<file path="src/common/sirius_pkg.sv">
package sirius_pkg;

    typedef logic [31:0] word_t;
    typedef logic [4:0]  reg_addr_t;

    localparam int    QUEUE_DEPTH = 8;
    localparam int    QUEUE_PTR_W = $clog2(QUEUE_DEPTH);
    localparam word_t RESET_PC    = 32'h0000_0000;

    // Major opcodes kept from the full core
    typedef enum logic [5:0] {
        OP_SPECIAL = 6'h00,
        OP_ADDIU   = 6'h09,
        OP_SLTI    = 6'h0a,
        OP_SLTIU   = 6'h0b,
        OP_ANDI    = 6'h0c,
        OP_ORI     = 6'h0d,
        OP_XORI    = 6'h0e,
        OP_LUI     = 6'h0f
    } opcode_e;

    typedef enum logic [5:0] {
        FN_SLL  = 6'h00,
        FN_SRL  = 6'h02,
        FN_SRA  = 6'h03,
        FN_ADDU = 6'h21,
        FN_SUBU = 6'h23,
        FN_AND  = 6'h24,
        FN_OR   = 6'h25,
        FN_XOR  = 6'h26,
        FN_NOR  = 6'h27,
        FN_SLT  = 6'h2a,
        FN_SLTU = 6'h2b
    } funct_e;

    typedef enum logic [3:0] {
        ALU_ADD,
        ALU_SUB,
        ALU_AND,
        ALU_OR,
        ALU_XOR,
        ALU_NOR,
        ALU_SLT,
        ALU_SLTU,
        ALU_SLL,
        ALU_SRL,
        ALU_SRA,
        ALU_LUI
    } alu_op_e;

    typedef struct packed {
        word_t instr;
        word_t pc;
    } fetch_entry_t;

    typedef struct packed {
        logic       valid;
        alu_op_e    alu_op;
        reg_addr_t  rs;
        reg_addr_t  rt;
        reg_addr_t  dest;
        logic       wen;
        logic       use_imm;
        word_t      imm;
        logic [4:0] shamt;
    } decoded_t;

    // One lane in EX or WB
    typedef struct packed {
        logic      valid;
        word_t     pc;
        reg_addr_t dest;
        logic      wen;
        word_t     result;
    } stage_t;

    typedef struct packed {
        logic      valid;
        word_t     pc;
        reg_addr_t dest;
        word_t     data;
    } commit_t;

endpackage
</file>
<file path="src/logic/decoder.sv">
`timescale 1ns/100ps

module decoder (
    input  sirius_pkg::word_t    instr,
    input  logic                 present,
    output sirius_pkg::decoded_t decoded
);
    import sirius_pkg::*;

    opcode_e     opcode;
    funct_e      funct;
    logic [15:0] imm16;
    logic        known;
    logic        r_type;
    logic        sign_ext;
    alu_op_e     op;

    assign opcode = opcode_e'(instr[31:26]);
    assign funct  = funct_e'(instr[5:0]);
    assign imm16  = instr[15:0];

    always_comb begin
        known    = 1'b1;
        r_type   = 1'b0;
        sign_ext = 1'b0;
        op       = ALU_ADD;
        case (opcode)
            OP_SPECIAL: begin
                r_type = 1'b1;
                case (funct)
                    FN_ADDU: op = ALU_ADD;
                    FN_SUBU: op = ALU_SUB;
                    FN_AND:  op = ALU_AND;
                    FN_OR:   op = ALU_OR;
                    FN_XOR:  op = ALU_XOR;
                    FN_NOR:  op = ALU_NOR;
                    FN_SLT:  op = ALU_SLT;
                    FN_SLTU: op = ALU_SLTU;
                    FN_SLL:  op = ALU_SLL;
                    FN_SRL:  op = ALU_SRL;
                    FN_SRA:  op = ALU_SRA;
                    default: known = 1'b0;
                endcase
            end
            OP_ADDIU: begin
                op       = ALU_ADD;
                sign_ext = 1'b1;
            end
            // SLTIU compares unsigned but still sign-extends
            OP_SLTI: begin
                op       = ALU_SLT;
                sign_ext = 1'b1;
            end
            OP_SLTIU: begin
                op       = ALU_SLTU;
                sign_ext = 1'b1;
            end
            OP_ANDI: op = ALU_AND;
            OP_ORI:  op = ALU_OR;
            OP_XORI: op = ALU_XOR;
            OP_LUI:  op = ALU_LUI;
            default: known = 1'b0;
        endcase
    end

    always_comb begin
        decoded.valid   = present && known;
        decoded.alu_op  = op;
        decoded.rs      = instr[25:21];
        decoded.rt      = instr[20:16];
        decoded.dest    = r_type ? instr[15:11] : instr[20:16];
        decoded.wen     = present && known;
        decoded.use_imm = !r_type;
        decoded.imm     = sign_ext ? {{16{imm16[15]}}, imm16} : {16'h0000, imm16};
        decoded.shamt   = instr[10:6];
    end

endmodule

</file>
<file path="config.mk">
export PLATFORM = sky130hd
export DESIGN_NAME = decoder
export DESIGN_NICKNAME = d
export VERILOG_FILES = /design/src/common/sirius_pkg.sv /design/src/logic/decoder.sv
export SDC_FILE = /design/constraint.sdc
export NUM_CORES = 1
export LEC_CHECK = 0
export ABC_AREA = 1
export BUFFER_PORTS_ARGS = -buffer_cell sky130_fd_sc_hd__buf_2
export CAP_MARGIN = 20
export CORE_UTILIZATION = 34
export DETAILED_ROUTE_END_ITERATION = 10
export MAX_ROUTING_LAYER = met4
export PLACE_DENSITY = 0.85
export SLEW_MARGIN = 40
export SYNTH_ARGS = -nofsm -noshare
export SYNTH_HDL_FRONTEND = slang
export SYNTH_SLANG_ARGS = --single-unit
</file>
<file path="constraint.sdc">
create_clock -name vclk -period 3.8
set_input_delay 0.76 -clock vclk [all_inputs]
set_output_delay 0.76 -clock vclk [all_outputs]
set_load 0.005 [all_outputs]
</file>
==> results.py <==
metrics = {
    "logic_synthesis": {
        "synth_area_leaders": "buf_4, nand2_1, nand3_1, inv_1, nor2_4",
        "synth_top_area_share": 0.490,
        "syn_area_um2": 721,
        "syn-num-nets": 154,
        "syn-mean-instance-area_um2": 5.96,
        "yosysTopAreaCell": "buf_4",
        "seq_area_frac_synth": 0,
        "ys_types": 19,
        "synthCells": 121,
        "ys_warn_count": 0,
    },
    "finish": {
        "fill_cells": 225,
        "seq_cell_count": 0,
        "syn2layout_area_growth_pct": 3.30,
        "utilization": 0.376,
        "regArea_um2": 0,
        "diodes": 0,
        "num-nets-final": 177,
        "drive_gt1_frac": 0.542,
        "clkbuf_count": 0,
    },
    "global_route": {
        "grt_pass1_vias": 535,
        "grt_max_degree": 17,
        "gr-total-overflow": 0,
        "grt_use_total": 0.129,
        "grt_antenna_before_repair": 0,
        "grt_first_pass_wirelength_um": 2170,
    },
    "floorplan": {
        "rows": 16,
        "die_height_um": 48.0,
        "die_area_um2": 2310,
        "start_util": 0.364,
        "num_io_pins": 92,
        "die_w_um": 48.0,
        "core_um2": 1980,
    },
    "clock_tree": {
        "ctsResizeCount": 0,
        "ctsHoldBuffers": 0,
        "post_cts_buffers": 0,
    },
    "power_and_ir_drop": {
        "vdd_drop_max_v": 0.0000265,
        "p_total_uw": 57.0,
        "p_leak_nw": 0.509,
        "powerDensity_nw_per_um2": 76.5,
    },
    "timing": {
        "max_freq_mhz": 404,
        "setup_viol": 0,
        "finalCritPeriodShare": 0.651,
        "layout_min_cycle_time_ps": 2470,
        "finalMaxSlewViolations": 0,
        "max_slew_margin": 0.841,
        "tns_ps": 0,
        "max_slew.worst_pin.slew_ps": 237,
        "hold_viol": 0,
        "rsz0062_at_grt": "no",
    },
    "place": {
        "gp_congestion": 0.853,
        "port_buffers": 67,
        "dp_hpwl_um": 1330,
    },
    "detailed_routing": {
        "drtAntennaViolNets": 0,
        "firstDrtPassIters": 4,
        "wirelength_um": 1520,
        "vias": 740,
        "via_per_inst": 4.38,
        "wl_per_cell_um": 9.02,
        "route.detailed.drc": 0,
        "drt_iter0_drc": 11,
    },
    "run": {
        "drv_cap": 0,
    },
    "worst_setup_path": {
        "cp-start-kind": "primary input",
        "endpoint_kind": "output port",
        "crit_fanout": 10,
        "arrival_ps": 1710,
        "crit_type": "in -> out",
        "cp_data_required_time_ps": 3040,
    },
    "hold_path": {
        "hold_path_class": "in -> out",
    },
    "run_status": {
        "outcome": "complete, no violations",
    },
}
-- per-stage QoR --
stage,cell area [um^2],hold slack [ps],std cells,worst slack (ps)
global route,744,1520,169,1170
global placement,744,1520,169,1330
detailed placement,744,1520,169,1310
CTS,744,1520,169,1310
floorplan,721,1600,121,485
finish,744,1520,169,1330
-- metal layers --
metal	wire length [um]	global-route usage	vias up
met1	594	0.147	304
met3	133	0.00377	10
met2	752	0.238	46
met4	43	0.0444	0
li1	-	-	380
met5	0	-	-
-- path summary, 6_finish.rpt --
path                       from  cells after the start     endpoint
worst max-delay path  instr[31]                      7  decoded[38]
worst min-delay path   instr[6]                      0  decoded[11]
-- worst max-delay path, stage by stage --
cell and delay [ps]:
buf_2 110, nor2_4 180, nand3_4 180, inv_4 140
a21oi_2 70, a21oi_2 140, buf_2 130
-- cell families after synthesis --
logic type,synth area share
AOI/OAI and AO/OA,0.0903
buffers and inverters,0.550
and+or+nand+nor,0.359
-- placed cells by master, fill, tap and decap left out, drive strengths merged --
cell type,instances
a21oi,4
and2,1
buf,68
inv,11
nand2,28
nand3,10
nand4,2
nor2,11
nor4,1
o211ai,2
o21ai,3
o21bai,1
-- report_power, final --
part	switching (mW)	leakage [nW]	total, mW	internal (mW)
clock network	0	0	0	0
logic	0.0306	0.509	0.0570	0.0264
registers	0	0	0	0
-- cell usage after synthesis --
cell,number
a21oi_1,2
a21oi_2,2
and2_1,1
buf_4,47
inv_1,9
inv_2,1
inv_4,1
nand2_1,28
nand3_1,9
nand3_4,1
nand4_1,2
nor2_1,7
nor2_2,1
nor2_4,3
nor4_1,1
o211ai_1,2
o21ai_0,1
o21ai_1,2
o21bai_1,1
-- area by class of cell --
cell class / count / area (um^2) / share of cell area
Tap cell: 27 / 33.8 / 0.0454
Inverter: 11 / 43.8 / 0.0588
Timing Repair Buffer: 68 / 343 / 0.461
Multi-Input combinational cell: 63 / 324 / 0.435
Note: power is estimated with default switching activity, not from simulation.
