--- config.mk ---
export PLATFORM = sky130hd
export DESIGN_NAME = operand_bypass
export DESIGN_NICKNAME = d
export VERILOG_FILES = /design/src/common/sirius_pkg.sv /design/src/logic/operand_bypass.sv
export SDC_FILE = /design/constraint.sdc
export NUM_CORES = 1
export LEC_CHECK = 0
export BUFFER_PORTS_ARGS = -buffer_cell sky130_fd_sc_hd__buf_2
export CAP_MARGIN = 25
export CORE_AREA = 2 2 136 138
export DETAILED_ROUTE_END_ITERATION = 8
export DIE_AREA = 0 0 138 140
export PLACE_DENSITY_LB_ADDON = 0.2
export SYNTH_ARGS = -nofsm -noshare
export SYNTH_HDL_FRONTEND = slang
export SYNTH_SLANG_ARGS = --single-unit
--- constraint.sdc ---
create_clock -name vclk -period 3.38
set_input_delay 0.169 -clock vclk [all_inputs]
set_output_delay 0.169 -clock vclk [all_outputs]
set_load 0.01 [all_outputs]
--- src/common/sirius_pkg.sv ---
package sirius_pkg;

    typedef logic [31:0] word_t;
    typedef logic [4:0]  reg_addr_t;

    localparam int    QUEUE_DEPTH = 8;
    localparam int    QUEUE_PTR_W = $clog2(QUEUE_DEPTH);
    localparam word_t RESET_PC    = 32'h0000_0000;

    // Major opcodes kept from the full core
    typedef enum logic [5:0] {
        OP_SPECIAL = 6'h00,
        OP_ADDIU   = 6'h09,
        OP_SLTI    = 6'h0a,
        OP_SLTIU   = 6'h0b,
        OP_ANDI    = 6'h0c,
        OP_ORI     = 6'h0d,
        OP_XORI    = 6'h0e,
        OP_LUI     = 6'h0f
    } opcode_e;

    typedef enum logic [5:0] {
        FN_SLL  = 6'h00,
        FN_SRL  = 6'h02,
        FN_SRA  = 6'h03,
        FN_ADDU = 6'h21,
        FN_SUBU = 6'h23,
        FN_AND  = 6'h24,
        FN_OR   = 6'h25,
        FN_XOR  = 6'h26,
        FN_NOR  = 6'h27,
        FN_SLT  = 6'h2a,
        FN_SLTU = 6'h2b
    } funct_e;

    typedef enum logic [3:0] {
        ALU_ADD,
        ALU_SUB,
        ALU_AND,
        ALU_OR,
        ALU_XOR,
        ALU_NOR,
        ALU_SLT,
        ALU_SLTU,
        ALU_SLL,
        ALU_SRL,
        ALU_SRA,
        ALU_LUI
    } alu_op_e;

    typedef struct packed {
        word_t instr;
        word_t pc;
    } fetch_entry_t;

    typedef struct packed {
        logic       valid;
        alu_op_e    alu_op;
        reg_addr_t  rs;
        reg_addr_t  rt;
        reg_addr_t  dest;
        logic       wen;
        logic       use_imm;
        word_t      imm;
        logic [4:0] shamt;
    } decoded_t;

    // One lane in EX or WB
    typedef struct packed {
        logic      valid;
        word_t     pc;
        reg_addr_t dest;
        logic      wen;
        word_t     result;
    } stage_t;

    typedef struct packed {
        logic      valid;
        word_t     pc;
        reg_addr_t dest;
        word_t     data;
    } commit_t;

endpackage
--- src/logic/operand_bypass.sv ---
`timescale 1ns/100ps

module operand_bypass (
    input  sirius_pkg::reg_addr_t addr,
    input  sirius_pkg::word_t     file_data,
    input  sirius_pkg::stage_t    ex_1,
    input  sirius_pkg::stage_t    ex_0,
    input  sirius_pkg::stage_t    wb_1,
    input  sirius_pkg::stage_t    wb_0,
    output sirius_pkg::word_t     value
);
    import sirius_pkg::*;

    function automatic logic hit(stage_t s, reg_addr_t a);
        return s.valid && s.wen && (s.dest == a) && (a != '0);
    endfunction

    // Youngest producer first
    always_comb begin
        if (hit(ex_1, addr)) begin
            value = ex_1.result;
        end else if (hit(ex_0, addr)) begin
            value = ex_0.result;
        end else if (hit(wb_1, addr)) begin
            value = wb_1.result;
        end else if (hit(wb_0, addr)) begin
            value = wb_0.result;
        end else begin
            value = file_data;
        end
    end

endmodule

==> impl_metrics.json, run 1 <==
{
  "status": "finished clean",
  "fin_cells": 698,
  "required_ps": 3210,
  "crit_type": "input port to output port",
  "grt_pass1_vias": 2652,
  "wire_per_inst_um": 13.1,
  "floorplan.initialDensity_pct": 9.22,
  "synthSimpleGateAreaFrac_pct": 15.0,
  "synth_top_area_share_pct": 22.9,
  "synth_top_family_by_area": "compound AO/OA/AOI/OAI gates",
  "p_leak_nw": 1.45,
  "drt_iter0_markers": 44,
  "synth_xor_area_share_pct": 7.48,
  "nNetsFinal": 792,
  "p_per_area_mw_per_mm2": 89.8,
  "tightest_slew_ps": 724,
  "crit_path_max_incr_delay_ps": 870,
  "post_cts.repair.setup_buffers": 0,
  "wirelength_um": 9170,
  "fmax_ghz": 0.385,
  "crit_path_max_fanout": 24,
  "drc": 0,
  "ir_drop_v": 0.0000350,
  "synth_cell_type_count": 28,
  "syn_area_sq_mm": 0.00164,
  "seq_cell_count": 0,
  "drv_cap": 0,
  "setup_tns_ps": 0,
  "synth.avg_cell_area_sq_um": 6.23,
  "final.period_utilization_pct": 76.9,
  "final_util_pct": 16.8,
  "grt_use_total_pct": 8.57,
  "diodes": 0,
  "io_buffers": 225,
  "grt_pass1_wl_um": 13600,
  "synth_mux_area_share_pct": 0,
  "worstSetupStartpointType": "input port",
  "crit_path_end_kind": "output port",
  "ys_seq_area_share_pct": 0,
  "setup_viol": 0,
  "hpwl_um": 7640,
  "hold_buffers": 0,
  "post-route-min-period_ps": 2600,
  "die_w_um": 138,
  "crit_arrival_ps": 2430,
  "detail-route-antenna-nets": 0,
  "cts-resized-gates": 0,
  "antenna_found_initial": 1,
  "layout_common_cells": "buf_2, o21ai_0, o21ai_1",
  "row_count": 49,
  "relSlewSlack_pct": 51.4,
  "hold_viol_final": 0,
  "grt_max_degree": 34,
  "rsz0062_at_grt": "no",
  "boundaryPins": 353,
  "final-seq-area_sq_um": 0,
  "synth.largest_area_cell": "a22oi_2",
  "synth.area.top_cells": "a22oi_2, o21ai_0, o21ai_1",
  "place_inst": 698,
  "area_growth_pct": 82.4,
  "synth_compound_area_share_pct": 61.7,
  "yosysWarnings": 0,
  "first_pass_iters": 4,
  "dieArea_sq_mm": 0.0193,
  "layout_commonest_cell": "buf_2",
  "crit_chain": "buf_2 > xnor2_1 > nand4_1 > or4_2 > buf_4 > o21ai_0 > a21oi_1 > o21ai_1 > buf_2",
  "synth_fa_ha_area_share_pct": 0,
  "via_per_inst": 3.83,
  "vias": 2673,
  "core_area_sq_mm": 0.0178,
  "drive_gt1_share_pct": 58.0,
  "hold_class": "input port to output port",
  "setup_ws_ps": 780,
  "crit_slowest_cell": "or4_2",
  "crit_top_cell": "buf_2",
  "die_h_um": 140,
  "gp_congestion": 0.826,
  "maxSlewViolCount": 0,
  "clkbuf_count": 0,
  "synthCells": 263,
  "finalPower_mw": 0.268,
  "post-place-ws_ps": 706,
  "overflow": 0,
  "synth_fp_nets": 584
}
critical path: cells and delay by family:
family	cells	cell delay (ps)
buf+inv	3	660
simple gates	2	1080
compound gates	3	380
xor+xnor	1	140
report_power, final:
| part | internal [mW] | switching (mW) | total (mW) |
|---|---|---|---|
| Clock | 0 | 0 | 0 |
| Sequential | 0 | 0 | 0 |
| Combinational | 0.145 | 0.123 | 0.268 |
metrics by stage:
| step | cell area, sq um | hold slack [ps] |
|---|---|---|
| after detailed placement | 2990 | 655 |
| final | 2990 | 653 |
| after global placement | 2990 | 661 |
| after CTS | 2990 | 656 |
| after global routing | 2990 | 664 |
| after floorplan | 1640 | 498 |
Yosys cell counts (2+ instances only):
master     n
o221ai_1   2
nand2b_1   2
a22oi_1    2
a2111o_1   2
a21oi_1   26
buf_2     13
o21ai_0   57
clkbuf_1   9
xnor2_1   13
buf_6      4
o21ai_1   33
inv_1     29
nor2b_1    5
nand4_1    2
a22oi_2   30
and3_1     6
nand2_1   17
logic make-up (layout without fill, tap and decap cells):
group                  after synthesis  after routing
AO/OA/AOI/OAI                      152            152
buffers and inverters               56            262
AND/OR/NAND/NOR                     41             41
XOR/XNOR                            14             14
layout make-up:
class,instances,area [sq um]
fillers,2073,14800
repair buffers,233,1200
multi-input cells,207,1400
inverters,29,109
well taps,229,287
routing by layer:
| layer | wire length, um | share of wire [%] | global-route usage (%) |
|---|---|---|---|
| met5 | 16 | 0.17 | 0 |
| met4 | 50 | 0.55 | 0.591 |
| met3 | 597 | 6.5 | 1.26 |
| met2 | 5010 | 55 | 17.5 |
| met1 | 3490 | 38 | 9.64 |
path summary, 6_finish.rpt:
kind,from,endpoint,cells past startpoint
worst max-delay path,addr[1],value[6],9
worst min-delay path,ex_0[22],value[22],4
No activity file was read; power rests on OpenSTA's default activity.
==> inputs of run 2 (changes only) <==
--- a/config.mk
+++ b/config.mk
@@ -7,9 +7,9 @@
 export LEC_CHECK = 0
 export BUFFER_PORTS_ARGS = -buffer_cell sky130_fd_sc_hd__buf_2
 export CAP_MARGIN = 25
-export CORE_AREA = 2 2 136 138
+export CORE_AREA = 2 2 139 141
 export DETAILED_ROUTE_END_ITERATION = 8
-export DIE_AREA = 0 0 138 140
+export DIE_AREA = 0 0 141 143
 export PLACE_DENSITY_LB_ADDON = 0.2
 export SYNTH_ARGS = -nofsm -noshare
 export SYNTH_HDL_FRONTEND = slang
==> constraint.sdc (replaced) <==
create_clock -name vclk -period 2.1
set_input_delay 0.105 -clock vclk [all_inputs]
set_output_delay 0.105 -clock vclk [all_outputs]
set_load 0.01 [all_outputs]
==> run 2 against run 1 <==
  * Die area increased by 4.4%
  * The flow now finishes with violations (setup timing)
  * First-iteration DRC count decreased by 11%
  * Non-clock buffer count rose by 34
  * Largest power group unchanged
  * Sequential share of layout area unchanged
  * Final cell count up 5.7%
  * Routed wire length rose by 11%
  * Count of clock-buffer cells in the layout did not move
  * Combinational power up 84%
==> impl_metrics.json, run 2 (synthesized netlist as in run 1, its figures left out) <==
{
  "status": "finished, violations left",
  "violations": "setup timing",
  "required_ps": 2000,
  "setup_ws_ps": -0.667,
  "drt_iter0_markers": 39,
  "nNetsFinal": 826,
  "drv_cap": 0,
  "layout_commonest_cell": "buf_2",
  "area_growth_pct": 115,
  "hold_buffers": 0,
  "floorplan.initialDensity_pct": 8.82,
  "relSlewSlack_pct": 67.1,
  "crit_arrival_ps": 2000,
  "core_area_sq_mm": 0.0186,
  "seq_cell_count": 0,
  "row_count": 50,
  "p_per_area_mw_per_mm2": 140,
  "grt_pass1_wl_um": 14600,
  "rsz0062_at_grt": "yes",
  "grt_use_total_pct": 9.13,
  "hold_class": "input port to output port",
  "worstSetupStartpointType": "input port",
  "final.period_utilization_pct": 100,
  "crit_path_max_incr_delay_ps": 530,
  "io_buffers": 225,
  "crit_path_max_fanout": 5,
  "place_inst": 721,
  "maxSlewViolCount": 0,
  "layout_common_cells": "buf_2, o21ai_1, o21ai_0",
  "setup_viol": 2,
  "final-seq-area_sq_um": 0,
  "dieArea_sq_mm": 0.0202,
  "wire_per_inst_um": 13.8,
  "worst-path-buf-inv": 6,
  "hpwl_um": 8300,
  "p_leak_nw": 1.73,
  "fin_area_sq_mm": 0.00353,
  "crit_type": "input port to output port",
  "antenna_found_initial": 2,
  "ir_drop_v": 0.0000478,
  "grt_max_degree": 25,
  "die_h_um": 143,
  "hold_viol_final": 0,
  "tightest_slew_ps": 490,
  "crit_slowest_cell": "or4_4",
  "post-route-min-period_ps": 2100,
  "critPathTopFamily": "simple AND/OR/NAND/NOR gates",
  "overflow": 0,
  "drive_gt1_share_pct": 62.8,
  "detail-route-antenna-nets": 0,
  "crit_path_end_kind": "output port",
  "via_per_inst": 3.80,
  "fmax_ghz": 0.476,
  "wirelength_um": 10200,
  "place_area_sq_mm": 0.00318,
  "clkbuf_count": 0,
  "boundaryPins": 353,
  "drc": 0,
  "fin_cells": 738,
  "first_pass_iters": 4,
  "gp_congestion": 0.785,
  "vias": 2806,
  "crit_chain": "buf_12 > or4_4 > nor2_4 > buf_6 > nor4_4 > buf_4 > nor2_4 > buf_12 > buf_16 > o21ai_0 > o21ai_1 > buf_2",
  "grt_pass1_vias": 2806,
  "die_w_um": 141
}
## run 2: timing repair
action / CTS / global route
setup buffers: 13 / 2
hold endpoints to repair: 0 / 0
endpoints found under the setup margin: 32 / 32
gates cloned: 4 / 0
gates resized for setup: 41 / 19
pin swaps: 13 / 14
## run 2: worst paths after layout
| check | cells past startpoint | slack (ps) | endpoint | start |
|---|---|---|---|---|
| hold / removal | 4 | 530 | value[16] | ex_0[16] |
| setup / recovery | 12 | -0.7 | value[19] | addr[3] |
## run 2: per-layer routing
layer | wire [um] | GRT usage (%) | vias up
met5 | 13 | 0 | -
li1 | - | - | 1435
met3 | 634 | 0.939 | 6
met1 | 4140 | 11.1 | 1239
met2 | 5390 | 18.0 | 124
met4 | 40 | 0.632 | 2
## run 2: power by group
part           switching, mW    total (mW)  leakage [nW]  internal (mW)
logic                  0.218         0.494          1.73          0.276
clock network              0  0.0000000636    0.00000634   0.0000000636
registers                  0             0             0              0
## run 2: metrics by stage
stage | utilization, % | TNS [ps] | setup slack, ps | power, mW | hold WS [ps]
global route | 19.0 | -2310 | -122 | 0.544 | 540
floorplan | - | 0 | 254 | 0.172 | 370
CTS | 18.9 | -245 | -25.0 | 0.496 | 528
detailed placement | 17.1 | -5020 | -223 | 0.461 | 524
finish | 19.0 | -1.25 | -0.667 | 0.494 | 526
global placement | 17.1 | -3590 | -193 | 0.459 | 529
## run 2: worst min-delay path, stage by stage
cell     delay (ps)
buf_2            80
a22oi_2          50
o21ai_1          60
buf_2           130
## run 2: final cells by class
class	instances	area [sq um]
inverters	29	109
diodes	1	2.50
multi-input cells	207	1460
well taps	234	293
repair buffers	267	1670
fillers	2160	15000
