`config.mk`:
```
export PLATFORM = sky130hd
export DESIGN_NAME = alu
export DESIGN_NICKNAME = d
export VERILOG_FILES = /design/src/common/sirius_pkg.sv /design/src/logic/alu.sv
export SDC_FILE = /design/constraint.sdc
export NUM_CORES = 1
export LEC_CHECK = 0
export ABC_CLOCK_PERIOD_IN_PS = 5250
export BUFFER_PORTS_ARGS = -buffer_cell sky130_fd_sc_hd__buf_2
export CAP_MARGIN = 20
export CORE_MARGIN = 8
export CORE_UTILIZATION = 45
export DETAILED_ROUTE_END_ITERATION = 10
export PLACE_DENSITY_LB_ADDON = 0.2
export SYNTH_ARGS = -nofsm -noshare
export SYNTH_HDL_FRONTEND = slang
export SYNTH_SLANG_ARGS = --single-unit
```
`constraint.sdc`:
```
create_clock -name vclk -period 5.25
set_clock_uncertainty 0.05 [all_clocks]
set_input_delay 0.7875 -clock vclk [all_inputs]
set_output_delay 0.7875 -clock vclk [all_outputs]
set_load 0.01 [all_outputs]
```
`src/common/sirius_pkg.sv`:
```
package sirius_pkg;

    typedef logic [31:0] word_t;
    typedef logic [4:0]  reg_addr_t;

    localparam int    QUEUE_DEPTH = 8;
    localparam int    QUEUE_PTR_W = $clog2(QUEUE_DEPTH);
    localparam word_t RESET_PC    = 32'h0000_0000;

    // Major opcodes kept from the full core
    typedef enum logic [5:0] {
        OP_SPECIAL = 6'h00,
        OP_ADDIU   = 6'h09,
        OP_SLTI    = 6'h0a,
        OP_SLTIU   = 6'h0b,
        OP_ANDI    = 6'h0c,
        OP_ORI     = 6'h0d,
        OP_XORI    = 6'h0e,
        OP_LUI     = 6'h0f
    } opcode_e;

    typedef enum logic [5:0] {
        FN_SLL  = 6'h00,
        FN_SRL  = 6'h02,
        FN_SRA  = 6'h03,
        FN_ADDU = 6'h21,
        FN_SUBU = 6'h23,
        FN_AND  = 6'h24,
        FN_OR   = 6'h25,
        FN_XOR  = 6'h26,
        FN_NOR  = 6'h27,
        FN_SLT  = 6'h2a,
        FN_SLTU = 6'h2b
    } funct_e;

    typedef enum logic [3:0] {
        ALU_ADD,
        ALU_SUB,
        ALU_AND,
        ALU_OR,
        ALU_XOR,
        ALU_NOR,
        ALU_SLT,
        ALU_SLTU,
        ALU_SLL,
        ALU_SRL,
        ALU_SRA,
        ALU_LUI
    } alu_op_e;

    typedef struct packed {
        word_t instr;
        word_t pc;
    } fetch_entry_t;

    typedef struct packed {
        logic       valid;
        alu_op_e    alu_op;
        reg_addr_t  rs;
        reg_addr_t  rt;
        reg_addr_t  dest;
        logic       wen;
        logic       use_imm;
        word_t      imm;
        logic [4:0] shamt;
    } decoded_t;

    // One lane in EX or WB
    typedef struct packed {
        logic      valid;
        word_t     pc;
        reg_addr_t dest;
        logic      wen;
        word_t     result;
    } stage_t;

    typedef struct packed {
        logic      valid;
        word_t     pc;
        reg_addr_t dest;
        word_t     data;
    } commit_t;

endpackage
```
`src/logic/alu.sv`:
```
`timescale 1ns/100ps

module alu (
    input  sirius_pkg::alu_op_e op,
    input  sirius_pkg::word_t   src_a,
    input  sirius_pkg::word_t   src_b,
    input  logic [4:0]          shamt,
    output sirius_pkg::word_t   result
);
    import sirius_pkg::*;

    logic signed_lt;
    logic unsigned_lt;

    assign signed_lt   = $signed(src_a) < $signed(src_b);
    assign unsigned_lt = src_a < src_b;

    always_comb begin
        case (op)
            ALU_ADD:  result = src_a + src_b;
            ALU_SUB:  result = src_a - src_b;
            ALU_AND:  result = src_a & src_b;
            ALU_OR:   result = src_a | src_b;
            ALU_XOR:  result = src_a ^ src_b;
            ALU_NOR:  result = ~(src_a | src_b);
            ALU_SLT:  result = {31'd0, signed_lt};
            ALU_SLTU: result = {31'd0, unsigned_lt};
            // Shifts act on rt
            ALU_SLL:  result = src_b << shamt;
            ALU_SRL:  result = src_b >> shamt;
            ALU_SRA:  result = $unsigned($signed(src_b) >>> shamt);
            ALU_LUI:  result = {src_b[15:0], 16'h0000};
            default:  result = '0;
        endcase
    end

endmodule

```
==> results.md, run 1 <==
- Critical Path Sink Type: output pin
- Post-Route Setup TNS: 0 ns
- Layout clock buffer count: 0
- Initial antenna violation count: 0
- Rel. slew slack: 24.6%
- Critical path, cell by cell: buf_2 > inv_1 > ha_1 > inv_1 > a211oi_2 > nor2_1 > a311o_1 > a211oi_2 > o41ai_1 > a311o_1 > a311oi_1 > o311ai_1 > buf_2
- Share of the yosys chip area belonging to registers: 0%
- Bufs and invs on worst path: 4
- Die height: 159 um
- Global-route usage over all layers: 35.3%
- First-pass GRT wire length: 71.0 mm
- Post-synth top area share: 13.3%
- Power Dens Cells: 112 mW/mm^2
- Avg WL per Cell: 27.8 um
- Crit-path max cell delay: 0.48 ns
- Layout cells sized above 1: 16.7%
- Largest net degree at the start of global routing: 57
- Core area: 0.0202 sq mm
- GP Congestion: 1.11
- Worst Hold Class: in -> out
- Startpoint Class: primary input
- Commonest cells in the netlist: nor2_1, a21oi_1, nand2_1
- DR vias/cell: 7.06
- Worst EP required: 4.41 ns
- Status: finished, final reports clean
- P_leak: 4.59 nW
- WS Path Type: in -> out
- Hpwl dp: 37.9 mm
- Final setup vio count: 0
- Total grt overflow: 0
- Die ar.: 0.0253 sq mm
- Crit-path max FO: 8
- Total of max-cap violations: 0
- DRT iter0 DRCs: 1840
- Total vias in the final route: 12100
- Synth area leaders: ha_1, nor2_1, a21oi_1, mux4_2, mux2i_1
- Synth unique cells: 85
- Worst Path Arrival: 4.23 ns
- Slew Viols, Final: 0
- Mapped Cells: 1389
- Post-CTS Setup Inserts: 0
- Diodes inserted: 0
- WL final: 47.7 mm
- Num sequential: 0
- Tmin final: 5.07 ns
- Die width: 159 um
- Most common cell in the netlist: nor2_1
- Port buffer count: 105
- 1st-pass router iterations: 6
- Top cell family by delay on the critical path: compound AO/OA/AOI/OAI gates
- Sequential cell area: 0 sq um
- YS warnings: 0
- Vias in the first global route: 11100
- Layout Utilization: 49.8%
- Maximum VDD drop: 0.0000524 V
- Synth Net Count: 1562
- Post-DRT Antenna Nets: 0
- Area grow syn2layout: 9.19%
- IO Count: 105
- Slowest CP cell: ha_1
- RSZ-0062 raised after global routing: false
- Max Freq: 197 MHz
- Final Hold Vio Count: 0
- Fillcell total: 2145
- Std-Cell Rows: 52
- Fin crit share: 96.6%
- Cell Area, Synth: 0.00919 sq mm
- Synth area leader: ha_1
- Fin nets: 1621
- DRC: 0
- Worst Tran Pin Value: 1.13 ns
- Initial Utilization: 45.6%
- Synth Area per Inst: 6.62 sq um
-- repair_timing --
action,in CTS,in global routing
setup endpoints to repair,0,1
hold buffers,0,0
gates resized for setup,0,1
hold endpoints to repair,0,0
-- tightest hold or removal path: stages --
cell	delay (ns)
buf_2	0.20
nand4_1	0.10
nand3_1	0.07
buf_2	0.14
-- through the flow --
stage                     std cells  hold slack (ns)  worst slack (ns)  total power [W]  instance area, sq um
final                          1716             2.05             0.179          0.00112                 10000
after CTS                      1716             2.04             0.249          0.00108                 10000
after global routing           1716             2.07            0.0753          0.00119                 10000
after global placement         1716             2.04             0.301          0.00107                 10000
after detailed placement       1716             2.04             0.255          0.00107                 10000
after floorplan                1389             1.78              1.05         0.000699                  9190
-- report_power, final --
group,internal [W],switching [W]
Sequential,0,0
Combinational,0.000398,0.000725
Clock,0,0
Total,0.000398,0.000725
-- area by class of cell --
type | instances | area [sq um] | area share (%)
Timing Repair Buffer | 170 | 1040 | 10.4
Tap cell | 270 | 338 | 3.37
Multi-Input combinational cell | 1178 | 8290 | 82.6
Inverter | 98 | 368 | 3.66
-- cell families (layout without fill, tap and decap cells) --
kind of cell	Yosys count	after routing	share of synthesized area, %
mux	101	101	14.9
simple gates	470	470	23.6
xor+xnor	4	4	0.381
compound gates	503	503	37.4
buf+inv	211	268	9.96
fa+ha+maj	100	100	13.8
-- routing by layer --
layer / track usage, % / part of all wire [%] / vias up
li1: - / - / 5315
met1: 47.0 / 39 / 5702
met2: 53.2 / 42 / 946
met3: 7.42 / 13 / 151
met4: 17.5 / 6.2 / 0
met5: 0 / 0 / -
-- final timing paths --
kind / from / endpoint / slack [ns] / cells past startpoint
min: op[1] / result[0] / 2.05 / 4
max: src_b[10] / result[28] / 0.18 / 13
-- placed cells by master (no fill, tap or decap), types with 29 or more instances in the layout --
cell type | Yosys | layout
o21ai_0 | 93 | 93
ha_1 | 98 | 98
nand2_1 | 117 | 117
nor3_1 | 29 | 29
buf_4 | 9 | 64
inv_1 | 93 | 93
mux2i_1 | 58 | 58
nand3_1 | 36 | 36
buf_2 | 27 | 104
a21oi_1 | 135 | 135
nor2_1 | 181 | 180
Note: power is estimated with default switching activity, not from simulation.
==> run 2, diff against run 1 <==
--- a/config.mk
+++ b/config.mk
@@ -8,10 +8,12 @@
 export ABC_CLOCK_PERIOD_IN_PS = 5250
 export BUFFER_PORTS_ARGS = -buffer_cell sky130_fd_sc_hd__buf_2
 export CAP_MARGIN = 20
+export CORE_ASPECT_RATIO = 1.2
 export CORE_MARGIN = 8
 export CORE_UTILIZATION = 45
 export DETAILED_ROUTE_END_ITERATION = 10
-export PLACE_DENSITY_LB_ADDON = 0.2
+export MAX_ROUTING_LAYER = met4
+export PLACE_DENSITY_LB_ADDON = 0.3
 export SYNTH_ARGS = -nofsm -noshare
 export SYNTH_HDL_FRONTEND = slang
 export SYNTH_SLANG_ARGS = --single-unit
==> run 2 against run 1 <==
Against the previous run: die area hardly changed; critical path type unchanged; highest routed layer unchanged; sequential share of layout area is the same; critical endpoint is now result[30]; hold slack better by 0.0038 ns; global-route usage increased by 2.8 points; fmax increased by 1.1%; largest cell class unchanged; final area increased by 0.89%; non-clock buffer count increased by 13; via count grew 1.0%; critical path depth increased by 1.
==> results.md, run 2 (synthesis gave the netlist of run 1 again) <==
- Std-Cell Rows: 57
- Most frequent cells in the layout: nor2_1, a21oi_1, nand2_1, buf_2, ha_1
- Slowest CP cell: a211oi_1
- Status: finished, final reports clean
- Post-DRT Antenna Nets: 0
- Fin worst setup slack: 0.232 ns
- DR vias/cell: 7.09
- Initial Utilization: 45.5%
- Crit-path max FO: 8
- WS Path Type: in -> out
- Core area: 0.0202 sq mm
- Total vias in the final route: 12200
- Largest net degree at the start of global routing: 49
- Tmin final: 5.02 ns
- Post-CTS Hold Buffers: 0
- Hold WS: 2.05 ns
- Setup crit end: result[30]
- Post-CTS Setup Inserts: 0
- DRC: 0
- Die ar.: 0.0253 sq mm
- 1st-pass router iterations: 7
- Fin crit share: 95.6%
- Die height: 173 um
- GP Congestion: 1.09
- Pre-CTS setup slack: 0.342 ns
- Die width: 146 um
- Non-Filler Instances: 1725
- Post-Route Setup TNS: 0 ns
- Port buffer count: 105
- Initial antenna violation count: 1
- Multi-input gate area: 0.00829 sq mm
- Fin nets: 1634
- Num sequential: 0
- DRT iter0 DRCs: 1837
- Worst Tran Pin Value: 1.14 ns
- Worst Path Arrival: 4.18 ns
- IO Count: 105
- Hpwl dp: 40.0 mm
- Total of max-cap violations: 0
- Slew Viols, Final: 0
- Global-route usage over all layers: 38.1%
- Avg WL per Cell: 28.9 um
- Layout clock buffer count: 0
- CTS-repair resized insts: 0
- Final Hold Vio Count: 0
- RSZ-0062 raised after global routing: false
- First-pass GRT wire length: 73.6 mm
- Fillcell total: 2164
- Critical path, cell by cell: buf_2 > inv_1 > ha_1 > inv_1 > a21oi_1 > a21oi_1 > a211oi_1 > o41ai_4 > buf_4 > a311oi_1 > o21bai_1 > mux2_2 > o211ai_1 > buf_2
- Layout cells sized above 1: 17.4%
- Crit-path max cell delay: 0.50 ns
- Max Freq: 199 MHz
- Rel. slew slack: 24.1%
- Final setup vio count: 0
- Dpl cells: 1724
- Hold Crit Depth: 4
- Worst EP required: 4.41 ns
- Area grow syn2layout: 10.2%
- Crit path from: src_b[17]
- Most common cell after layout, fill and taps aside: nor2_1
- WL final: 49.8 mm
- Sequential cell area: 0 sq um
- Startpoint Class: primary input
- Vias in the first global route: 11600
- Critical Path Sink Type: output pin
- Worst Hold Class: in -> out
- Total grt overflow: 0
[run 2: worst min path at each step]
stage,start,end
finish,op[1],result[0]
global route,op[1],result[0]
CTS,op[1],result[0]
detailed placement,op[1],result[0]
global placement,op[1],result[0]
floorplan,src_b[1],result[17]
[run 2: cell type report]
| class | instances | area share, % |
|---|---|---|
| multi-input cells | 1178 | 81.8 |
| repair buffers | 183 | 11.2 |
| inverters | 98 | 3.63 |
| well taps | 265 | 3.27 |
| diodes | 1 | 0.0247 |
[run 2: stage by stage]
stage          utilization, %  instance area, sq um
2_1_floorplan               -                  9190
3_3_place_gp             50.2                 10100
3_5_place_dp             50.2                 10100
4_1_cts                  50.2                 10100
5_1_grt                  50.2                 10100
6_report                 50.2                 10100
[run 2: critical path, delay by kind of cell]
family	cells	cell delay, ns
compound gates	7	1.86
fa+ha+maj	1	0.48
buf+inv	5	0.80
mux	1	0.27
[run 2: routing by layer]
| metal | track usage, % | share of wire, % |
|---|---|---|
| met1 | 45.4 | 37 |
| met2 | 59.6 | 45 |
| met3 | 4.83 | 10 |
| met4 | 25.0 | 8.1 |
| met5 | - | 0 |
==> run 3, diff against run 2 <==
--- a/config.mk
+++ b/config.mk
@@ -5,6 +5,7 @@
 export SDC_FILE = /design/constraint.sdc
 export NUM_CORES = 1
 export LEC_CHECK = 0
+export ABC_AREA = 1
 export ABC_CLOCK_PERIOD_IN_PS = 5250
 export BUFFER_PORTS_ARGS = -buffer_cell sky130_fd_sc_hd__buf_2
 export CAP_MARGIN = 20
==> run 3 against run 2 <==
Against the previous run: first-iteration DRC count increased by 24%; final area is 11% higher; worst setup slack improved by 0.67 ns; sequential cell count unchanged; core utilization is 1.8 points lower; critical path depth decreased by 4; synthesized cell count rose by 63%; wire length up 11%; cell count rose by 52%; clock-buffer cell count unchanged; highest routed layer unchanged.
==> results.md, run 3 <==
- Status: finished, final reports clean
- Synth unique cells: 41
- Post-route design area: 0.0112 sq mm
- Avg WL per Cell: 21.2 um
- RSZ-0062 raised after global routing: false
- Worst path most repeated cell: nand3_1
- Multi-input gate area: 0.00896 sq mm
- GP Congestion: 1.18
- WL met1: 19.8 mm
- Fillcell total: 2783
- Crit-path max cell delay: 0.55 ns
- Die ar.: 0.0289 sq mm
- DRC: 0
- Total of max-cap violations: 0
- Critical Path Sink Type: output pin
- Most common cell in the netlist: nand2_1
- WS Path Type: in -> out
- Hold Path Origin: shamt[4]
- Initial antenna violation count: 1
- Clock power share: 0%
- Pre-CTS setup slack: 1.12 ns
- Top Layer Used: met4
- DRT iter0 DRCs: 2276
- Std-Cell Rows: 61
- Port buffer count: 105
- Maximum VDD drop: 0.0000529 V
- DR vias/cell: 5.98
- Worst Path Arrival: 3.51 ns
- Total vias in the final route: 15600
- Tmin final: 4.35 ns
- Sequential cell area: 0 sq um
- IO Count: 105
- Initial Utilization: 46.0%
- Crit. path cell count: 10
- Post-Route Setup TNS: 0 ns
- Total grt overflow: 0
- Largest net degree at the start of global routing: 67
- NetSw: 0.000850 W
- Fin crit share: 82.9%
- Power Dens Cells: 105 mW/mm^2
- Num sequential: 0
- Fin nets: 2474
- Final Hold Vio Count: 0
- Setup crit end: result[25]
- Fin worst setup slack: 0.900 ns
- Worst Tran Pin Value: 1.24 ns
- Layout clock buffer count: 0
- Hold WS: 2.19 ns
- Worst Hold Class: in -> out
- Post-synth top area share: 30.8%
- First-pass GRT wire length: 82.6 mm
- Synth area leader: nand2_1
- CTS-repair resized insts: 0
- Mapped Cells: 2270
- Die width: 157 um
- Share of the yosys chip area belonging to registers: 0%
- Core area: 0.0232 sq mm
- WL final: 55.3 mm
- Global-route usage over all layers: 38.3%
- Slowest CP cell: a21oi_1
- Bufs and invs on worst path: 4
- Hold Crit Depth: 4
- Cell Area, Synth: 0.0107 sq mm
- Most frequent cells in the layout: nand2_1, nand3_1, inv_1, nor2_1, buf_2
- Crit path from: shamt[2]
- Placed cell area: 0.0112 sq mm
- Layout cells sized above 1: 6.35%
- Final setup vio count: 0
- Combinational power share: 100.0%
- Vias in the first global route: 14600
- Synth Net Count: 2443
- Post-CTS Setup Inserts: 0
- P_leak: 6.78 nW
- Crit-path max FO: 31
- Synth Area per Inst: 4.70 sq um
- Commonest cells in the netlist: nand2_1, nand3_1, inv_1
- Synth area leaders: nand2_1, nand3_1, ha_1, inv_1, nor2_1
- Most common cell after layout, fill and taps aside: nand2_1
- Switching Fraction: 72.1%
- Top cell family by delay on the critical path: buffers and inverters
- Worst EP required: 4.41 ns
- Die height: 185 um
- Pint: 0.000328 W
- Seq pwr share: 0%
- Post-DRT Antenna Nets: 0
- Post-CTS Hold Buffers: 0
- Critical path, cell by cell: buf_2 > inv_2 > buf_4 > nand3_1 > nand3_1 > a21oi_1 > nor2_1 > nor2_1 > nand3_1 > buf_2
- Met3 routed WL: 6.12 mm
- Wire length on met2: 23.9 mm
- Area grow syn2layout: 5.23%
- YS warnings: 0
- Layout Utilization: 48.4%
- Startpoint Class: primary input
- 1st-pass router iterations: 8
- Slew Viols, Final: 0
- Max Freq: 230 MHz
- Rel. slew slack: 17.1%
- Hpwl dp: 45.0 mm
run 3: layout make-up:
| cell class | instances | share of cell area [%] |
|---|---|---|
| Multi-Input combinational cell | 1853 | 79.8 |
| Antenna cell | 1 | 0.0223 |
| Tap cell | 315 | 3.51 |
| Inverter | 326 | 10.9 |
| Timing Repair Buffer | 120 | 5.69 |
run 3: kinds of logic (layout without fill, tap and decap cells):
family	after synthesis	count (layout)	share of synthesized area, %
other cells	0	1	0
simple gates	1551	1551	61.5
compound gates	198	198	10.3
buf+inv	417	446	16.0
fa+ha+maj	100	100	11.9
xor+xnor	4	4	0.329
run 3: power groups by stage:
| stage | sequential (W) | combinational (W) | clock, W |
|---|---|---|---|
| floorplan | 0 | 0.000750 | 0 |
| global placement | 0 | 0.00111 | 0 |
| detailed placement | 0 | 0.00112 | 0 |
| CTS | 0 | 0.00113 | 0 |
| global route | 0 | 0.00128 | 0.0000000000153 |
| finish | 0 | 0.00118 | 0.0000000000152 |
run 3: layer usage:
layer	vias up	global-route usage, %
met5	-	-
met4	0	31.0
met3	300	5.51
met2	1131	59.4
met1	6937	43.5
li1	7273	-
run 3: worst min-delay path, stage by stage:
cell	delay (ns)
buf_2	0.29
nand2_1	0.15
nand2_1	0.07
buf_2	0.15
run 3: worst min-delay path by stage:
stage | endpoint
finish | result[6]
global route | result[6]
CTS | result[6]
detailed placement | result[6]
global placement | result[6]
floorplan | result[22]
run 3: stage by stage:
stage | power, W | std cells
global route | 0.00128 | 2615
CTS | 0.00113 | 2614
detailed placement | 0.00112 | 2614
finish | 0.00118 | 2615
floorplan | 0.000750 | 2270
global placement | 0.00111 | 2614
