$ cat src/common/sirius_pkg.sv
package sirius_pkg;

    typedef logic [31:0] word_t;
    typedef logic [4:0]  reg_addr_t;

    localparam int    QUEUE_DEPTH = 8;
    localparam int    QUEUE_PTR_W = $clog2(QUEUE_DEPTH);
    localparam word_t RESET_PC    = 32'h0000_0000;

    // Major opcodes kept from the full core
    typedef enum logic [5:0] {
        OP_SPECIAL = 6'h00,
        OP_ADDIU   = 6'h09,
        OP_SLTI    = 6'h0a,
        OP_SLTIU   = 6'h0b,
        OP_ANDI    = 6'h0c,
        OP_ORI     = 6'h0d,
        OP_XORI    = 6'h0e,
        OP_LUI     = 6'h0f
    } opcode_e;

    typedef enum logic [5:0] {
        FN_SLL  = 6'h00,
        FN_SRL  = 6'h02,
        FN_SRA  = 6'h03,
        FN_ADDU = 6'h21,
        FN_SUBU = 6'h23,
        FN_AND  = 6'h24,
        FN_OR   = 6'h25,
        FN_XOR  = 6'h26,
        FN_NOR  = 6'h27,
        FN_SLT  = 6'h2a,
        FN_SLTU = 6'h2b
    } funct_e;

    typedef enum logic [3:0] {
        ALU_ADD,
        ALU_SUB,
        ALU_AND,
        ALU_OR,
        ALU_XOR,
        ALU_NOR,
        ALU_SLT,
        ALU_SLTU,
        ALU_SLL,
        ALU_SRL,
        ALU_SRA,
        ALU_LUI
    } alu_op_e;

    typedef struct packed {
        word_t instr;
        word_t pc;
    } fetch_entry_t;

    typedef struct packed {
        logic       valid;
        alu_op_e    alu_op;
        reg_addr_t  rs;
        reg_addr_t  rt;
        reg_addr_t  dest;
        logic       wen;
        logic       use_imm;
        word_t      imm;
        logic [4:0] shamt;
    } decoded_t;

    // One lane in EX or WB
    typedef struct packed {
        logic      valid;
        word_t     pc;
        reg_addr_t dest;
        logic      wen;
        word_t     result;
    } stage_t;

    typedef struct packed {
        logic      valid;
        word_t     pc;
        reg_addr_t dest;
        word_t     data;
    } commit_t;

endpackage
$ cat src/logic/issue_ctrl.sv
`timescale 1ns/100ps

module issue_ctrl (
    input  logic [1:0]           count_ok,
    input  sirius_pkg::decoded_t master,
    input  sirius_pkg::decoded_t slave,
    output logic [1:0]           pop_count,
    output logic                 issue_slave
);

    logic master_writes;
    logic rs_hazard;
    logic rt_hazard;

    // r0 never creates a dependency
    assign master_writes = master.valid && master.wen && (master.dest != 5'd0);

    assign rs_hazard = master_writes && (slave.rs == master.dest);

    // Immediate forms use rt as destination, not as a source
    assign rt_hazard = master_writes && !slave.use_imm && (slave.rt == master.dest);

    assign issue_slave = (count_ok == 2'd2) && !rs_hazard && !rt_hazard;

    always_comb begin
        if (count_ok == 2'd0) begin
            pop_count = 2'd0;
        end else if (issue_slave) begin
            pop_count = 2'd2;
        end else begin
            pop_count = 2'd1;
        end
    end

endmodule

$ cat config.mk
export PLATFORM = sky130hd
export DESIGN_NAME = issue_ctrl
export DESIGN_NICKNAME = d
export VERILOG_FILES = /design/src/common/sirius_pkg.sv /design/src/logic/issue_ctrl.sv
export SDC_FILE = /design/constraint.sdc
export NUM_CORES = 1
export LEC_CHECK = 0
export ABC_CLOCK_PERIOD_IN_PS = 2400
export BUFFER_PORTS_ARGS = -buffer_cell sky130_fd_sc_hd__buf_4
export CAP_MARGIN = 20
export CORE_AREA = 2 2 47 49
export DETAILED_ROUTE_END_ITERATION = 16
export DIE_AREA = 0 0 49 51
export PLACE_DENSITY = 0.73
export SLEW_MARGIN = 20
export SYNTH_ARGS = -nofsm -noshare
export SYNTH_HDL_FRONTEND = slang
export SYNTH_SLANG_ARGS = --single-unit
$ cat constraint.sdc
create_clock -name vclk -period 2.4
set_clock_uncertainty 0.2 [all_clocks]
set_input_delay 0.48 -clock vclk [all_inputs]
set_output_delay 0.48 -clock vclk [all_outputs]
set_load 0.05 [all_outputs]
==> results of run 1 <==
==> cell usage after synthesis <==
cell / number / area [um^2]
nand4_1: 1 / 6.26
o32ai_1: 1 / 8.76
nand2b_1: 1 / 6.26
a31o_1: 1 / 8.76
a21oi_1: 2 / 10.0
o311a_1: 1 / 10.0
xor2_1: 1 / 8.76
nand3_1: 1 / 5.00
or3_1: 1 / 6.26
nand2_1: 1 / 3.75
xnor2_1: 9 / 78.8
==> tightest hold or removal path, stage by stage <==
cell    delay, ns
buf_4        0.08
a31o_1       0.10
buf_6        0.16
==> how the worst max path moves through the flow <==
stage                     from           end  slack, ns  cells after the start
CTS                 master[39]  pop_count[1]       0.02                      5
finish              master[39]  pop_count[1]       0.04                      5
global route        master[39]   issue_slave      -0.02                      5
detailed placement  master[42]  pop_count[0]      -0.01                      6
global placement    master[39]  pop_count[0]       0.01                      5
floorplan           master[39]   issue_slave      -0.23                      3
==> what timing repair did <==
item                       in CTS  in global routing
resized for setup               2                  1
pin swaps                       0                  1
setup endpoints to repair       1                  3
==> cell type report <==
type,instances,area share (%)
Timing Repair Buffer,23,46.1
Multi-Input combinational cell,20,44.8
Tap cell,28,9.15
==> power groups by stage <==
stage | Sequential, W | Clock [W] | Combinational, W
after floorplan | 0 | 0 | 0.0000315
after global placement | 0 | 0 | 0.0000679
after detailed placement | 0 | 0 | 0.0000695
after CTS | 0 | 0 | 0.0000722
after global routing | 0 | 0 | 0.0000812
final | 0 | 0 | 0.0000745
==> layer usage <==
metal | up-vias | GRT usage [%] | part of all wire (%)
li1 | 120 | - | -
met4 | 0 | 0 | 0
met1 | 101 | 7.02 | 38
met3 | 0 | 0.585 | 6.7
met2 | 14 | 12.1 | 56
met5 | - | 0 | 0
==> kinds of logic after synthesis <==
group	count (synthesis)
AO/OA/AOI/OAI	5
XOR/XNOR	10
AND/OR/NAND/NOR	5
==> stage by stage <==
stage	hold WS (ns)	power, W
after floorplan	1.02	0.0000315
after global placement	1.11	0.0000679
after detailed placement	1.12	0.0000695
after CTS	1.11	0.0000722
after global routing	1.13	0.0000812
final	1.10	0.0000745
==> flow_metrics.env, run 1 <==
export IMPL_finish_utilization_pct=18.6
export IMPL_n_fill_cell=237
export IMPL_critPathArrivalTime_ns=1.68
export IMPL_drv_slew=0
export IMPL_drive_above_1_share_pct=55.8
export IMPL_cp_end_kind="output port"
export IMPL_antenna_found_initial=0
export IMPL_path_class="input port to output port"
export IMPL_hp_class="input port to output port"
export IMPL_final_cell_area_um2=383
export IMPL_hpwlAfterDp_um=632
export IMPL_die_w_um=49
export IMPL_synth_area_um2=153
export IMPL_power_leakage_nw=0.155
export IMPL_first_pass_iters=1
export IMPL_switching_power_w=0.0000332
export IMPL_worst_path_max_delay_cell="or3_1"
export IMPL_whs_path_depth=3
export IMPL_postSynthAreaPerCell_um2=7.63
export IMPL_cts_hold_buf=0
export IMPL_comb_power_share_pct=100.0
export IMPL_gp_congestion=0.682
export IMPL_routed_wl_um=660
export IMPL_swShare_pct=44.6
export IMPL_setup_ws_ns=0.0366
export IMPL_hold_end="pop_count[0]"
export IMPL_period_share_pct=98.5
export IMPL_seq_cell_count=0
export IMPL_max_slew_worst_pin_slew_ns=0.251
export IMPL_clock_power_share_pct=0
export IMPL_max_stage_delay_ns=0.37
export IMPL_fin_setup_tns_ns=0
export IMPL_path_buf_inv=2
export IMPL_placementRows=17
export IMPL_yosysWarningCount=0
export IMPL_status="complete, no violations"
export IMPL_syn_to_final_growth_pct=151
export IMPL_dieArea_um2=2500
export IMPL_post_place_ws_ns=-0.0110
export IMPL_synth_top_family_by_area="XOR/XNOR gates"
export IMPL_power_frac_seq_pct=0
export IMPL_synth_xor_area_share_pct=57.4
export IMPL_dieHeight_um=51
export IMPL_ys_seq_area_share_pct=0
export IMPL_mostFrequentLayoutCell="buf_4"
export IMPL_coreArea_um2=2060
export IMPL_seq_area_um2=0
export IMPL_start_util_pct=7.40
export IMPL_synth_nets=140
export IMPL_critPathLaunchType="input port"
export IMPL_drt_vias_per_instance=3.31
export IMPL_grt_ovfl_total=0
export IMPL_period_needed_ns=2.36
export IMPL_drc=0
export IMPL_ant_nets=0
export IMPL_cap_violations=0
export IMPL_place_area_um2=360
export IMPL_setup_viol=0
export IMPL_synth_compound_area_share_pct=24.6
export IMPL_vias=235
export IMPL_track_usage_pct=5.93
export IMPL_final_cells=71
export IMPL_hp_start="count_ok[0]"
export IMPL_antenna_cells=0
export IMPL_layout_common_cells="22 x buf_4, 9 x xnor2_1, 2 x a21oi_1"
export IMPL_slew_limit_headroom_pct=83.2
export IMPL_synthMuxAreaShare_pct=0
export IMPL_cp_top_family="compound AO/OA/AOI/OAI gates"
export IMPL_p_per_area_nw_per_um2=195
export IMPL_grt_start_max_net_pins=4
export IMPL_synth_simple_area_share_pct=18.0
export IMPL_power_internal_w=0.0000412
export IMPL_dpl_cell_count=71
export IMPL_grt_pass1_vias=261
export IMPL_synthAdderAreaFrac_pct=0
export IMPL_max_freq_mhz=423
export IMPL_post_cts_buffers=0
export IMPL_yosysUniqueCellTypes=11
export IMPL_wl_per_cell_um=9.30
export IMPL_multiInputGateArea_um2=171
export IMPL_finalHoldViolations=0
export IMPL_io_pin_count=123
export IMPL_synthCells=20
export IMPL_cp_required_ns=1.72
export IMPL_path_cells="buf_4 -> or3_1 -> o311a_1 -> a21oi_1 -> buf_4"
export IMPL_numPortBuffers=23
export IMPL_nNetsFinal=165
export IMPL_drt_iter0_markers=0
export IMPL_crit_fanout=3
export IMPL_grt_pass1_wl_um=1190
export IMPL_cp_common_cell="buf_4"
export IMPL_rsz0062_at_grt="yes"
export IMPL_n_clock_buffer=0
export IMPL_irDropWorstVdd_uv=70.1
No activity file was read; power rests on OpenSTA's default activity.
==> run 2, diff against run 1 <==
ABC_CLOCK_PERIOD_IN_PS = default   (was 2400)
PLACE_DENSITY = 0.79   (was 0.73)
==> run 2 against run 1 <==
Against the previous run: combinational power grew 0.7%; setup slack gained 0.0054 ns; cell count is the same; hold slack lost 0.0055 ns; die area is the same; count of clock-buffer cells in the layout is the same; critical path depth is the same; utilization grew 0.36 points; sequential cell count is the same; sequential share of layout area is the same; critical endpoint is now issue_slave; highest routed layer unchanged.
==> flow_metrics.env, run 2 (synthesis results as in run 1) <==
export IMPL_final_cell_area_um2=390
export IMPL_power_frac_seq_pct=0
export IMPL_finalHoldViolations=0
export IMPL_grt_start_max_net_pins=4
export IMPL_period_share_pct=98.3
export IMPL_max_slew_worst_pin_slew_ns=0.252
export IMPL_cp_required_ns=1.72
export IMPL_numPortBuffers=23
export IMPL_die_w_um=49
export IMPL_antenna_found_initial=0
export IMPL_ant_nets=0
export IMPL_path_cells="buf_4 -> or3_1 -> o311a_1 -> a21oi_1 -> buf_4"
export IMPL_place_area_um2=360
export IMPL_coreArea_um2=2060
export IMPL_wl_per_cell_um=8.92
export IMPL_crit_fanout=3
export IMPL_drt_vias_per_instance=3.32
export IMPL_layout_common_cells="21 x buf_4, 9 x xnor2_1, 2 x buf_6"
export IMPL_path_class="input port to output port"
export IMPL_swShare_pct=44.0
export IMPL_mostFrequentLayoutCell="buf_4"
export IMPL_placementRows=17
export IMPL_hp_class="input port to output port"
export IMPL_nNetsFinal=165
export IMPL_start_util_pct=7.40
export IMPL_antenna_cells=0
export IMPL_grt_pass1_wl_um=1090
export IMPL_dieArea_um2=2500
export IMPL_irDropWorstVdd_uv=78.5
export IMPL_setup_viol=0
export IMPL_n_clock_buffer=0
export IMPL_seq_cell_count=0
export IMPL_grt_pass1_vias=261
export IMPL_drt_iter0_markers=0
export IMPL_syn_to_final_growth_pct=156
export IMPL_io_pin_count=123
export IMPL_whs_path_depth=3
export IMPL_routed_wl_um=633
export IMPL_comb_power_share_pct=100.0
export IMPL_drc=0
export IMPL_worst_path_max_delay_cell="o311a_1"
export IMPL_rsz0062_at_grt="no"
export IMPL_vias=236
export IMPL_period_needed_ns=2.36
export IMPL_dieHeight_um=51
export IMPL_switching_power_w=0.0000330
export IMPL_hold_end="pop_count[0]"
export IMPL_hp_start="count_ok[0]"
export IMPL_first_pass_iters=1
export IMPL_fin_setup_tns_ns=0
export IMPL_status="complete, no violations"
export IMPL_cap_violations=0
export IMPL_cp_end_kind="output port"
export IMPL_dpl_cell_count=71
export IMPL_track_usage_pct=5.18
export IMPL_grt_ovfl_total=0
export IMPL_critPathLaunchType="input port"
export IMPL_final_cells=71
export IMPL_drive_above_1_share_pct=58.1
export IMPL_max_stage_delay_ns=0.38
export IMPL_drv_slew=0
export IMPL_max_freq_mhz=424
export IMPL_n_fill_cell=231
export IMPL_power_internal_w=0.0000420
export IMPL_power_leakage_nw=0.156
export IMPL_gp_congestion=0.687
export IMPL_p_per_area_nw_per_um2=192
export IMPL_cp_common_cell="buf_4"
export IMPL_critPathArrivalTime_ns=1.68
export IMPL_slew_limit_headroom_pct=83.2
export IMPL_seq_area_um2=0
export IMPL_clock_power_share_pct=0
-- run 2: cell counts in the layout (fill, tap and decap cells not counted) --
Identical to the previous run, type by type.
-- run 2: how the worst max path moves through the flow --
stage	slack, ns	to	startpoint	depth (start not counted)
after CTS	0.01	pop_count[0]	master[39]	5
after global routing	0.003	pop_count[0]	master[40]	5
after global placement	0.02	pop_count[0]	master[39]	5
final	0.04	issue_slave	master[40]	5
after floorplan	-0.23	issue_slave	master[39]	3
after detailed placement	0.02	pop_count[0]	master[39]	5
-- run 2: layer usage --
layer | up-vias | global-route usage [%] | wire (um)
li1 | 120 | - | -
met1 | 103 | 5.79 | 233
met2 | 13 | 11.2 | 352
met3 | 0 | 0.292 | 48
met4 | 0 | 0 | 0
met5 | - | 0 | 0
-- run 2: power groups by stage --
stage	combinational (W)	clock [W]	sequential, W
finish	0.0000750	0	0
detailed placement	0.0000689	0	0
global placement	0.0000681	0	0
floorplan	0.0000315	0	0
global route	0.0000817	0	0
CTS	0.0000692	0	0
-- run 2: metrics by stage --
stage / util [%] / hold slack (ns) / power (W) / worst slack, ns
2_1_floorplan: - / 1.02 / 0.0000315 / -0.229
4_1_cts: 17.5 / 1.11 / 0.0000692 / 0.0138
3_5_place_dp: 17.5 / 1.11 / 0.0000689 / 0.0181
5_1_grt: 18.9 / 1.12 / 0.0000817 / 0.00286
6_report: 18.9 / 1.10 / 0.0000750 / 0.0420
3_3_place_gp: 17.5 / 1.11 / 0.0000681 / 0.0188
-- run 2: area by class of cell --
type                       instances  area, um^2  area share [%]
multi-input combinational         20         175            44.9
tap                               28        35.0            8.97
timing repair buffer              23         180            46.2
-- run 2: timing repair --
action                     4_1_cts  5_1_grt
buffers inserted                 0        0
setup endpoints to repair        0        3
resized for setup                0        5
hold buffers                     0        0
-- run 2: critical path, delay by kind of cell --
family,cells,cell delay [ns]
compound gates,2,0.52
simple gates,1,0.34
buf+inv,2,0.34
==> run 3, diff against run 2 <==
ABC_CLOCK_PERIOD_IN_PS = 2490   (was default)
clock period = 2.49 ns   (was 2.4 ns; I/O delays follow)
==> run 3 against run 2 <==
Against the previous run: count of clock-buffer cells in the layout is the same; via count grew 0.42%; first-iteration DRC count grew 1; power shrank 10%; die area is the same; non-clock buffer count is the same; critical path type unchanged; setup slack gained 0.032 ns; critical endpoint is now pop_count[0]; sequential cell count is the same.
==> flow_metrics.env, run 3 (synthesis results as in run 1) <==
export IMPL_place_area_um2=360
export IMPL_dieArea_um2=2500
export IMPL_hp_class="input port to output port"
export IMPL_power_leakage_nw=0.153
export IMPL_rsz0062_at_grt="no"
export IMPL_cap_violations=0
export IMPL_gp_congestion=0.687
export IMPL_drv_slew=0
export IMPL_max_slew_worst_pin_slew_ns=0.282
export IMPL_first_pass_iters=2
export IMPL_switching_power_w=0.0000292
export IMPL_antenna_found_initial=0
export IMPL_start_util_pct=7.40
export IMPL_fin_setup_tns_ns=0
export IMPL_setup_worst_path_start="master[39]"
export IMPL_seq_area_um2=0
export IMPL_cp_common_cell="buf_4"
export IMPL_path_buf_inv=2
export IMPL_drc=0
export IMPL_drt_iter0_markers=1
export IMPL_n_clock_buffer=0
export IMPL_layout_common_cells="23 x buf_4, 9 x xnor2_1, 2 x a21oi_1"
export IMPL_grt_pass1_vias=261
export IMPL_syn_to_final_growth_pct=141
export IMPL_placementRows=17
export IMPL_slew_limit_headroom_pct=81.2
export IMPL_antenna_cells=0
export IMPL_path_class="input port to output port"
export IMPL_p_total_w=0.0000673
export IMPL_p_per_area_nw_per_um2=183
export IMPL_io_pin_count=123
export IMPL_nNetsFinal=165
export IMPL_clock_power_share_pct=0
export IMPL_setup_viol=0
export IMPL_die_w_um=49
export IMPL_finalHoldViolations=0
export IMPL_cp_num_cells=5
export IMPL_n_fill_cell=232
export IMPL_swShare_pct=43.5
export IMPL_period_share_pct=97.0
export IMPL_critPathLaunchType="input port"
export IMPL_track_usage_pct=5.18
export IMPL_power_frac_seq_pct=0
export IMPL_seq_cell_count=0
export IMPL_finish_utilization_pct=17.8
export IMPL_grt_ovfl_total=0
export IMPL_max_freq_mhz=414
export IMPL_status="complete, no violations"
export IMPL_period_needed_ns=2.42
export IMPL_irDropWorstVdd_uv=72.4
export IMPL_drt_vias_per_instance=3.34
export IMPL_critPathArrivalTime_ns=1.72
export IMPL_coreArea_um2=2060
export IMPL_final_cell_area_um2=368
export IMPL_setup_ws_ns=0.0735
export IMPL_comb_power_share_pct=100.0
export IMPL_drive_above_1_share_pct=55.8
export IMPL_cp_end_kind="output port"
export IMPL_grt_start_max_net_pins=4
export IMPL_vias=237
export IMPL_max_stage_delay_ns=0.36
export IMPL_dieHeight_um=51
export IMPL_post_place_ws_ns=0.0721
export IMPL_crit_fanout=3
export IMPL_worst_path_max_delay_cell="or3_1"
export IMPL_grt_pass1_wl_um=1090
export IMPL_mostFrequentLayoutCell="buf_4"
export IMPL_power_internal_w=0.0000380
export IMPL_cp_top_family="compound AO/OA/AOI/OAI gates"
export IMPL_ant_nets=0
export IMPL_numPortBuffers=23
export IMPL_cp_required_ns=1.79
export IMPL_crit_end="pop_count[0]"
export IMPL_routed_wl_um=634
export IMPL_wl_per_cell_um=8.93
export IMPL_path_cells="buf_4 -> or3_1 -> o311a_1 -> a31o_1 -> buf_4"
[run 3: cell counts in the layout (fill, tap and decap cells not counted)]
Identical to the previous run, type by type.
[run 3: layout make-up]
class                      instances  area (um^2)  share of cell area [%]
multi-input combinational         20          160                    43.5
tap                               28         35.0                    9.52
timing repair buffer              23          173                    46.9
[run 3: through the flow]
step                std cells  hold slack [ns]
finish                     71             1.15
global route               71             1.18
CTS                        71             1.15
detailed placement         71             1.15
global placement           71             1.14
floorplan                  20             1.06
[run 3: repair_timing]
item                                    4_1_cts  5_1_grt
hold buffers                                  0        0
endpoints found under the setup margin        0        2
hold endpoints to repair                      0        0
resized for setup                             0        1
buffers inserted                              0        0
[run 3: routing by layer]
metal | track usage [%] | up-vias | routed length, um
met5 | 0 | - | 0
met1 | 5.79 | 104 | 235
li1 | - | 120 | -
met4 | 0 | 0 | 0
met3 | 0.292 | 0 | 42
met2 | 11.2 | 13 | 356
[run 3: power groups by stage]
stage | Combinational, W | Clock [W] | Sequential [W]
3_5_place_dp | 0.0000664 | 0 | 0
4_1_cts | 0.0000667 | 0 | 0
3_3_place_gp | 0.0000656 | 0 | 0
2_1_floorplan | 0.0000304 | 0 | 0
6_report | 0.0000673 | 0 | 0
5_1_grt | 0.0000734 | 0 | 0
[run 3: worst min-delay path: stages]
cell	delay (ns)
buf_4	0.08
a31o_1	0.08
buf_4	0.19
[run 3: worst min-delay path by stage]
stage                 from            to  slack (ns)  depth (start not counted)
5_1_grt        count_ok[0]  pop_count[0]        1.18                          3
3_3_place_gp   count_ok[0]  pop_count[0]        1.14                          3
6_report       count_ok[0]  pop_count[0]        1.15                          3
4_1_cts        count_ok[0]  pop_count[0]        1.15                          3
2_1_floorplan  count_ok[1]   issue_slave        1.06                          2
3_5_place_dp   count_ok[0]  pop_count[0]        1.15                          3
